--- config.mk ---
export PLATFORM = sky130hd
export DESIGN_NAME = booth_multiplier
export DESIGN_NICKNAME = d
export VERILOG_FILES = /design/src/design/mul_cfg_pkg.sv /design/src/design/mul_op_pkg.sv /design/src/design/booth_lane_if.sv /design/src/design/booth_lane.sv /design/src/design/booth_multiplier.sv /design/src/design/mul_front.sv /design/src/design/product_combine.sv
export SDC_FILE = /design/constraint.sdc
export NUM_CORES = 2
export LEC_CHECK = 0
export BUFFER_PORTS_ARGS = -buffer_cell sky130_fd_sc_hd__buf_2
export CORE_ASPECT_RATIO = 1.75
export CORE_MARGIN = 2
export CORE_UTILIZATION = 63
export DETAILED_ROUTE_END_ITERATION = 8
export PLACE_DENSITY = 0.82
export SLEW_MARGIN = 20
export SYNTH_ARGS = -nofsm -noshare
export SYNTH_HDL_FRONTEND = slang
export SYNTH_SLANG_ARGS = --single-unit
--- constraint.sdc ---
create_clock -name clk -period 10.95 [get_ports clk]
set_input_delay 2.19 -clock clk [delete_from_list [all_inputs] [get_ports clk]]
set_output_delay 2.19 -clock clk [all_outputs]
set_load 0.01 [all_outputs]
--- src/design/mul_cfg_pkg.sv ---
`default_nettype none

package mul_cfg_pkg;

	// ************************************************************
	// operand and lane geometry
	// ************************************************************

	// one machine word
	localparam int unsigned xlen = 64;
	// each lane takes half of the multiplier
	localparam int unsigned half_w = 32;
	// multiplicand plus one extension bit
	localparam int unsigned mcand_w = xlen + 1;
	// multiplier half plus one extension bit
	localparam int unsigned mplier_w = half_w + 1;
	// 65 x 33 signed product
	localparam int unsigned part_w = mcand_w + mplier_w;
	// recoding window: appended zero below, spare sign bit above
	localparam int unsigned recode_w = mplier_w + 2;

	// radix-4 steps, two multiplier bits per step
	localparam int unsigned booth_steps = 17;
	localparam int unsigned step_cnt_w = 5;

endpackage

`default_nettype wire

--- src/design/mul_op_pkg.sv ---
`default_nettype none

package mul_op_pkg;

	// signedness field as the core encodes it
	// bit 1 -> multiplicand signed, bit 0 -> multiplier signed
	typedef logic [1:0] mul_sign_t;

	localparam int unsigned mcand_sign_bit = 1;
	localparam int unsigned mplier_sign_bit = 0;

	// ************************************************************
	// 128-bit product, read as doublewords or as a low word
	// ************************************************************
	typedef union packed {
		struct packed {
			logic [mul_cfg_pkg::xlen-1:0] hi;
			logic [mul_cfg_pkg::xlen-1:0] lo;
		} dword;
		// low word is all that mulw keeps
		struct packed {
			logic [2*mul_cfg_pkg::xlen-mul_cfg_pkg::half_w-1:0] upper;
			logic [mul_cfg_pkg::half_w-1:0] w;
		} word;
	} product_u;

endpackage

`default_nettype wire

--- src/design/booth_lane_if.sv ---
`default_nettype none

interface booth_lane_if;

	// one-cycle kick, operands must be valid with it
	logic start;
	// abort whatever the lane is doing
	logic flush;
	logic [mul_cfg_pkg::mcand_w-1:0] mcand;
	logic [mul_cfg_pkg::mplier_w-1:0] mplier;

	// lane result, valid while done is high
	logic [mul_cfg_pkg::part_w-1:0] partial;
	logic done;

	// operand front end
	modport front (output start, flush, mcand, mplier);

	// booth engine
	modport lane (input start, flush, mcand, mplier, output partial, done);

	// result combiner, also watches flush
	modport sink (input partial, done, flush);

endinterface

`default_nettype wire

--- src/design/booth_lane.sv ---
`default_nettype none

module booth_lane (
	input logic clk,
	input logic rst,
	booth_lane_if.lane bus
);

	localparam int unsigned part_w = mul_cfg_pkg::part_w;
	localparam int unsigned mcand_w = mul_cfg_pkg::mcand_w;
	localparam int unsigned mplier_w = mul_cfg_pkg::mplier_w;
	localparam int unsigned recode_w = mul_cfg_pkg::recode_w;
	localparam logic [mul_cfg_pkg::step_cnt_w-1:0] last_step =
		mul_cfg_pkg::step_cnt_w'(mul_cfg_pkg::booth_steps - 1);

	logic busy;
	logic done_q;
	logic load;
	logic [mul_cfg_pkg::step_cnt_w-1:0] cnt;
	// running sum, shifted multiplicand, recoding window
	logic [part_w-1:0] acc;
	logic [part_w-1:0] mc;
	logic [recode_w-1:0] mp;
	logic [part_w-1:0] pp;

	assign load = bus.start & ~bus.flush;

	// ************************************************************
	// radix-4 recoding of the low three window bits
	// ************************************************************
	always_comb begin
		case (mp[2:0])
			3'b001, 3'b010: pp = mc;
			3'b011: pp = mc << 1;
			3'b100: pp = -(mc << 1);
			3'b101, 3'b110: pp = -mc;
			// 000 and 111
			default: pp = '0;
		endcase
	end

	// control
	always_ff @(posedge clk) begin
		if (rst) begin
			busy <= 1'b0;
			done_q <= 1'b0;
			cnt <= '0;
		end else begin
			done_q <= 1'b0;
			if (bus.flush) begin
				// abort, no done for this one
				busy <= 1'b0;
				cnt <= '0;
			end else if (bus.start) begin
				busy <= 1'b1;
				cnt <= '0;
			end else if (busy) begin
				cnt <= cnt + 1'b1;
				if (cnt == last_step) begin
					busy <= 1'b0;
					done_q <= 1'b1;
				end
			end
		end
	end

	// datapath
	always_ff @(posedge clk) begin
		if (load) begin
			acc <= '0;
			mc <= {{(part_w-mcand_w){bus.mcand[mcand_w-1]}}, bus.mcand};
			// spare sign bit on top, implicit zero below bit 0
			mp <= {bus.mplier[mplier_w-1], bus.mplier, 1'b0};
		end else if (busy) begin
			acc <= acc + pp;
			// weight of the next digit is 4x
			mc <= mc << 2;
			mp <= {{2{mp[recode_w-1]}}, mp[recode_w-1:2]};
		end
	end

	assign bus.partial = acc;
	assign bus.done = done_q;

endmodule

`default_nettype wire

--- src/design/booth_multiplier.sv ---
`default_nettype none

module booth_multiplier (
	input logic clk,
	input logic rst,
	input logic valid,
	input logic flush,
	input logic mulw,
	input mul_op_pkg::mul_sign_t mul_signed,
	input logic [mul_cfg_pkg::xlen-1:0] mulcand,
	input logic [mul_cfg_pkg::xlen-1:0] muler,
	output logic ready,
	output logic out_valid,
	output logic [mul_cfg_pkg::xlen-1:0] result_hi,
	output logic [mul_cfg_pkg::xlen-1:0] result_lo
);

	// ************************************************************
	// two booth lanes side by side, one per multiplier half
	// ************************************************************
	booth_lane_if lane_lo_if ();
	booth_lane_if lane_hi_if ();

	// mulw flag as seen at acceptance
	logic word_op;

	mul_front front (
		.clk(clk),
		.rst(rst),
		.valid(valid),
		.flush(flush),
		.mulw(mulw),
		.mul_signed(mul_signed),
		.mulcand(mulcand),
		.muler(muler),
		.lo(lane_lo_if.front),
		.hi(lane_hi_if.front),
		.ready(ready),
		.word_op(word_op)
	);

	// low 32 multiplier bits
	booth_lane lane_lo (.clk(clk), .rst(rst), .bus(lane_lo_if.lane));
	// upper half with its sign
	booth_lane lane_hi (.clk(clk), .rst(rst), .bus(lane_hi_if.lane));

	product_combine combine (
		.clk(clk),
		.rst(rst),
		.lo(lane_lo_if.sink),
		.hi(lane_hi_if.sink),
		.word_op(word_op),
		.out_valid(out_valid),
		.result_hi(result_hi),
		.result_lo(result_lo)
	);

endmodule

`default_nettype wire

--- src/design/mul_front.sv ---
`default_nettype none

module mul_front (
	input logic clk,
	input logic rst,
	input logic valid,
	input logic flush,
	input logic mulw,
	input mul_op_pkg::mul_sign_t mul_signed,
	input logic [mul_cfg_pkg::xlen-1:0] mulcand,
	input logic [mul_cfg_pkg::xlen-1:0] muler,
	booth_lane_if.front lo,
	booth_lane_if.front hi,
	output logic ready,
	output logic word_op
);

	localparam int unsigned xlen = mul_cfg_pkg::xlen;
	localparam int unsigned half_w = mul_cfg_pkg::half_w;
	// load cycle + booth steps + combine cycle, counted from 0
	localparam logic [mul_cfg_pkg::step_cnt_w-1:0] last_cnt =
		mul_cfg_pkg::step_cnt_w'(mul_cfg_pkg::booth_steps + 1);

	logic busy;
	logic start_q;
	logic accept;
	logic [mul_cfg_pkg::step_cnt_w-1:0] cnt;
	logic a_sgn;
	logic b_sgn;
	logic [xlen-1:0] a_ext;
	logic [xlen-1:0] b_ext;
	logic [mul_cfg_pkg::mcand_w-1:0] mcand_q;
	logic [mul_cfg_pkg::mplier_w-1:0] mplier_lo_q;
	logic [mul_cfg_pkg::mplier_w-1:0] mplier_hi_q;

	assign ready = ~busy;
	// flush drops a request offered in the same cycle
	assign accept = valid & ready & ~flush;

	assign a_sgn = mul_signed[mul_op_pkg::mcand_sign_bit];
	assign b_sgn = mul_signed[mul_op_pkg::mplier_sign_bit];

	// word op: narrow both operands to their low words first
	always_comb begin
		a_ext = mulcand;
		b_ext = muler;
		if (mulw) begin
			a_ext = {{(xlen-half_w){a_sgn & mulcand[half_w-1]}}, mulcand[half_w-1:0]};
			b_ext = {{(xlen-half_w){b_sgn & muler[half_w-1]}}, muler[half_w-1:0]};
		end
	end

	// ************************************************************
	// busy tracking and step counter
	// ************************************************************
	always_ff @(posedge clk) begin
		if (rst) begin
			busy <= 1'b0;
			start_q <= 1'b0;
			cnt <= '0;
			word_op <= 1'b0;
		end else begin
			start_q <= 1'b0;
			if (flush) begin
				busy <= 1'b0;
				cnt <= '0;
			end else if (accept) begin
				busy <= 1'b1;
				start_q <= 1'b1;
				cnt <= '0;
				word_op <= mulw;
			end else if (busy) begin
				// ready comes back with out_valid
				if (cnt == last_cnt)
					busy <= 1'b0;
				else
					cnt <= cnt + 1'b1;
			end
		end
	end

	// operand latches
	always_ff @(posedge clk) begin
		if (accept) begin
			mcand_q <= {a_sgn & a_ext[xlen-1], a_ext};
			// low half is always a plain magnitude
			mplier_lo_q <= {1'b0, b_ext[half_w-1:0]};
			mplier_hi_q <= {b_sgn & b_ext[xlen-1], b_ext[xlen-1:half_w]};
		end
	end

	assign lo.start = start_q;
	assign hi.start = start_q;
	assign lo.flush = flush;
	assign hi.flush = flush;
	// both lanes share the multiplicand
	assign lo.mcand = mcand_q;
	assign hi.mcand = mcand_q;
	assign lo.mplier = mplier_lo_q;
	assign hi.mplier = mplier_hi_q;

endmodule

`default_nettype wire

--- src/design/product_combine.sv ---
`default_nettype none

module product_combine (
	input logic clk,
	input logic rst,
	booth_lane_if.sink lo,
	booth_lane_if.sink hi,
	input logic word_op,
	output logic out_valid,
	output logic [mul_cfg_pkg::xlen-1:0] result_hi,
	output logic [mul_cfg_pkg::xlen-1:0] result_lo
);

	localparam int unsigned prod_w = 2 * mul_cfg_pkg::xlen;
	localparam int unsigned part_w = mul_cfg_pkg::part_w;
	localparam int unsigned half_w = mul_cfg_pkg::half_w;

	logic [prod_w-1:0] lo_ext;
	logic [prod_w-1:0] hi_ext;
	logic take;
	mul_op_pkg::product_u prod;

	// both partials are signed, extend before the add
	assign lo_ext = {{(prod_w-part_w){lo.partial[part_w-1]}}, lo.partial};
	assign hi_ext = {{(prod_w-part_w){hi.partial[part_w-1]}}, hi.partial};
	// high lane carries weight 2^32, wrap at 128 bits
	assign prod = lo_ext + (hi_ext << half_w);

	// lanes finish together; a late flush still kills the result
	assign take = lo.done & hi.done & ~lo.flush;

	always_ff @(posedge clk) begin
		if (rst)
			out_valid <= 1'b0;
		else
			out_valid <= take;
	end

	// results hold until the next one
	always_ff @(posedge clk) begin
		if (take) begin
			result_hi <= prod.dword.hi;
			if (word_op)
				result_lo <= {{(mul_cfg_pkg::xlen-half_w){prod.word.w[half_w-1]}}, prod.word.w};
			else
				result_lo <= prod.dword.lo;
		end
	end

endmodule

`default_nettype wire

==> summary.md <==
| Metric | Value |
|---|---|
| EDFF count, synth | 518 |
| Peak Freq | 0.127 GHz |
| Die footprint | 89300 sq um |
| Slew margin rel. | 0.168 |
| Post-CTS Repair Setup Buffers | 0 |
| Status | complete, no violations |
| Worst-skew pair later-pin latency | 730 ps |
| Final setup TNS | 0 ps |
| Clock root buffer | clkbuf_16 |
| Cell depth of the worst flop-to-flop path | 24 |
| Power, Total | 12700 uW |
| Total length of routed wires | 198 mm |
| Count leader, synth | nand2_1 |
| Place WS | 3430 ps |
| GR Overflow Total | 0 |
| Initial antenna violation count | 8 |
| Static Leak | 0.0243 uW |
| Setup Viol. Count Final | 0 |
| Hold crit path type | reg2reg |
| Via count | 51800 |
| First-pass GRT wire length | 297 mm |
| Antenna Violating Nets Remaining | 0 |
| Vias in the first global route | 50200 |
| Post-synth ARST share | 0 |
| CTS sink count | 737 |
| Critical path data required time | 11570 ps |
| Share of post-route cells with drive strength above 1 | 0.0805 |
| I/O pin count | 265 |
| Clock Path Buffers | 3 |
| Max Slew Vio Count | 0 |
| Cells after Synth | 6584 |
| VDD IR-drop max | 0.195 mV |
| Post-route minimum period | 7900 ps |
| Hold Vio Cnt, Final | 0 |
| Clk slew on worst S/H paths | 70 ps |
| Share of the synthesized area in the top cell type | 0.284 |
| Seq/Total Area, Yosys | 0.364 |
| First-pass DRT Iterations | 8 |
| Crit path max fanout | 7 |
| Top_reg_cell synth | edfxtp_1 |
| Post-CTS resize count | 0 |
| Area contributors post-synth | edfxtp_1 28%, dfxtp_1 8.0%, nand2_1 7.9% |
| Hold Path Cell Cnt | 0 |
| Crit start category | register |
| RD Place Congestion | 1.01 |
| CP endpoint kind | register |
| Core area | 86400 sq um |
| Post-DR wirelength/cell | 25.6 um |
| Total CTS buffers | 72 |
| Initial core utilization | 0.633 |
| Routed vias/inst | 6.70 |
| Synth unique cells | 104 |
| Row count | 143 |
| Dominant cell type by area after synthesis | edfxtp_1 |
| Dpl hpwl | 146 mm |
| GRT Overall Usage | 0.438 |
| DR iter-0 viols | 5691 |
| Area of the mapped netlist | 54700 sq um |
| Setup slack after layout | 3050 ps |
| Max Cap Viol | 0 |
| Max H-tree Level | 3 |
| Syn avg cell area | 8.31 sq um |
| P&R area growth vs syn | 7.21% |
| CTS tree | yes |
| Setup Skew | 57.6 ps |
| Crit path arrival time | 8530 ps |
| Worst Path Class, Setup | reg2reg |
| Filler instances | 7099 |
| Worst slew pin tran | 1230 ps |
| RSZ-0062 raised after global routing | false |
| #FFs+latches synth | 737 |
| Number of port buffers | 264 |
| Die Wd | 227 um |
| Post-Syn Nets | 7017 |
| Residual DRC | 0 |
| Most frequent cells after synthesis | 1146 x nand2_1, 518 x edfxtp_1, 517 x o21ai_0, 479 x nor2_1, 476 x a21oi_1 |
| Chip height | 394 um |
| Power per cell area | 217 nW/um^2 |
| Largest net degree at the start of global routing | 129 |
| Layout Nets | 6937 |
| Tcrit/Tclk final | 0.722 |
| Synth warn | 0 |
| CTS Hold Bufs | 0 |
[state kept, by name, indices dropped and copies added, names as in the netlist, 5 cells and up]
register,cells
combine.result_hi,64
combine.result_lo,64
front.cnt,5
front.hi.mcand,65
front.hi.mplier,33
front.lo.mplier,32
lane_hi.bus.partial,96
lane_hi.cnt,5
lane_hi.mc,96
lane_hi.mp,35
lane_lo.bus.partial,98
lane_lo.cnt,5
lane_lo.mc,98
lane_lo.mp,33
[stage by stage]
stage,hold slack (ps),instance area [sq um],std cells,util
2_1_floorplan,424,54700,6584,-
3_3_place_gp,453,56200,7588,0.650
3_5_place_dp,449,56200,7588,0.650
4_1_cts,456,58600,7719,0.678
5_1_grt,464,58700,7723,0.679
6_report,471,58700,7725,0.679
[cell families after synthesis]
group	synth area share
buf+inv	0.0442
mux	0.0249
xor+xnor	0.0895
fa+ha+maj	0.0685
flops	0.364
compound gates	0.212
simple gates	0.197
[critical path: stages (launching register included)]
cell	delay, ps
edfxtp_1	500
or3_1	460
nor4_1	820
nand3b_1	340
nor2_1	230
nand2_1	120
nor3_1	420
nand2_1	180
nor3_1	210
xnor2_1	110
a221oi_1	290
a21oi_1	110
ha_1	450
nand4_1	220
nor3_1	360
and4_1	230
o21ai_0	130
a31oi_1	380
a211o_1	240
a41oi_1	260
o31ai_1	860
a311oi_1	230
xor2_1	210
or3_1	320
a21oi_1	140
[final timing paths]
path	endpoint	slack, ps	start
min reg2reg	combine.result_lo[2]	470	lane_lo.bus.partial[2]
max	lane_lo.bus.partial[97]	3050	lane_lo.mc[2]
min	combine.result_lo[2]	470	lane_lo.bus.partial[2]
max reg2reg	lane_lo.bus.partial[97]	3050	lane_lo.mc[2]
[power breakdown]
part           leakage (uW)  total, uW  switching (uW)  internal (uW)
combinational        0.0166       6000            3770           2240
clock               0.00115       2600            1220           1380
sequential          0.00658       4120             644           3480
[final cells by class]
type / instances / area [sq um] / area share
clock inverters: 44 / 534 / 0.00911
flip-flops and latches: 737 / 20000 / 0.340
inverters: 165 / 634 / 0.0108
diodes: 4 / 10.0 / 0.000171
clock buffers: 87 / 1880 / 0.0320
repair buffers: 317 / 1750 / 0.0299
well taps: 1160 / 1450 / 0.0247
multi-input cells: 5211 / 32500 / 0.553
[metal layers]
layer  track usage  vias up  part of all wire
met5             0        -           0.00021
met1         0.450    24300              0.33
met4         0.423        6              0.12
met3         0.104      888             0.087
li1              -    23600                 -
met2         0.719     3000              0.47
[placed cells by master (no fill, tap or decap), types with 108 or more instances in the layout]
master	Yosys	final
a21o_1	196	196
mux2i_1	133	133
nor2_1	479	470
a21oi_1	476	476
o21ai_0	517	517
dfxtp_1	219	215
nand4_1	108	108
nand3_1	156	155
buf_2	14	264
xnor2_1	311	310
ha_1	295	295
edfxtp_1	518	518
inv_1	160	158
xor2_1	248	248
nand2_1	1146	1144
Note: power is estimated with default switching activity, not from simulation.
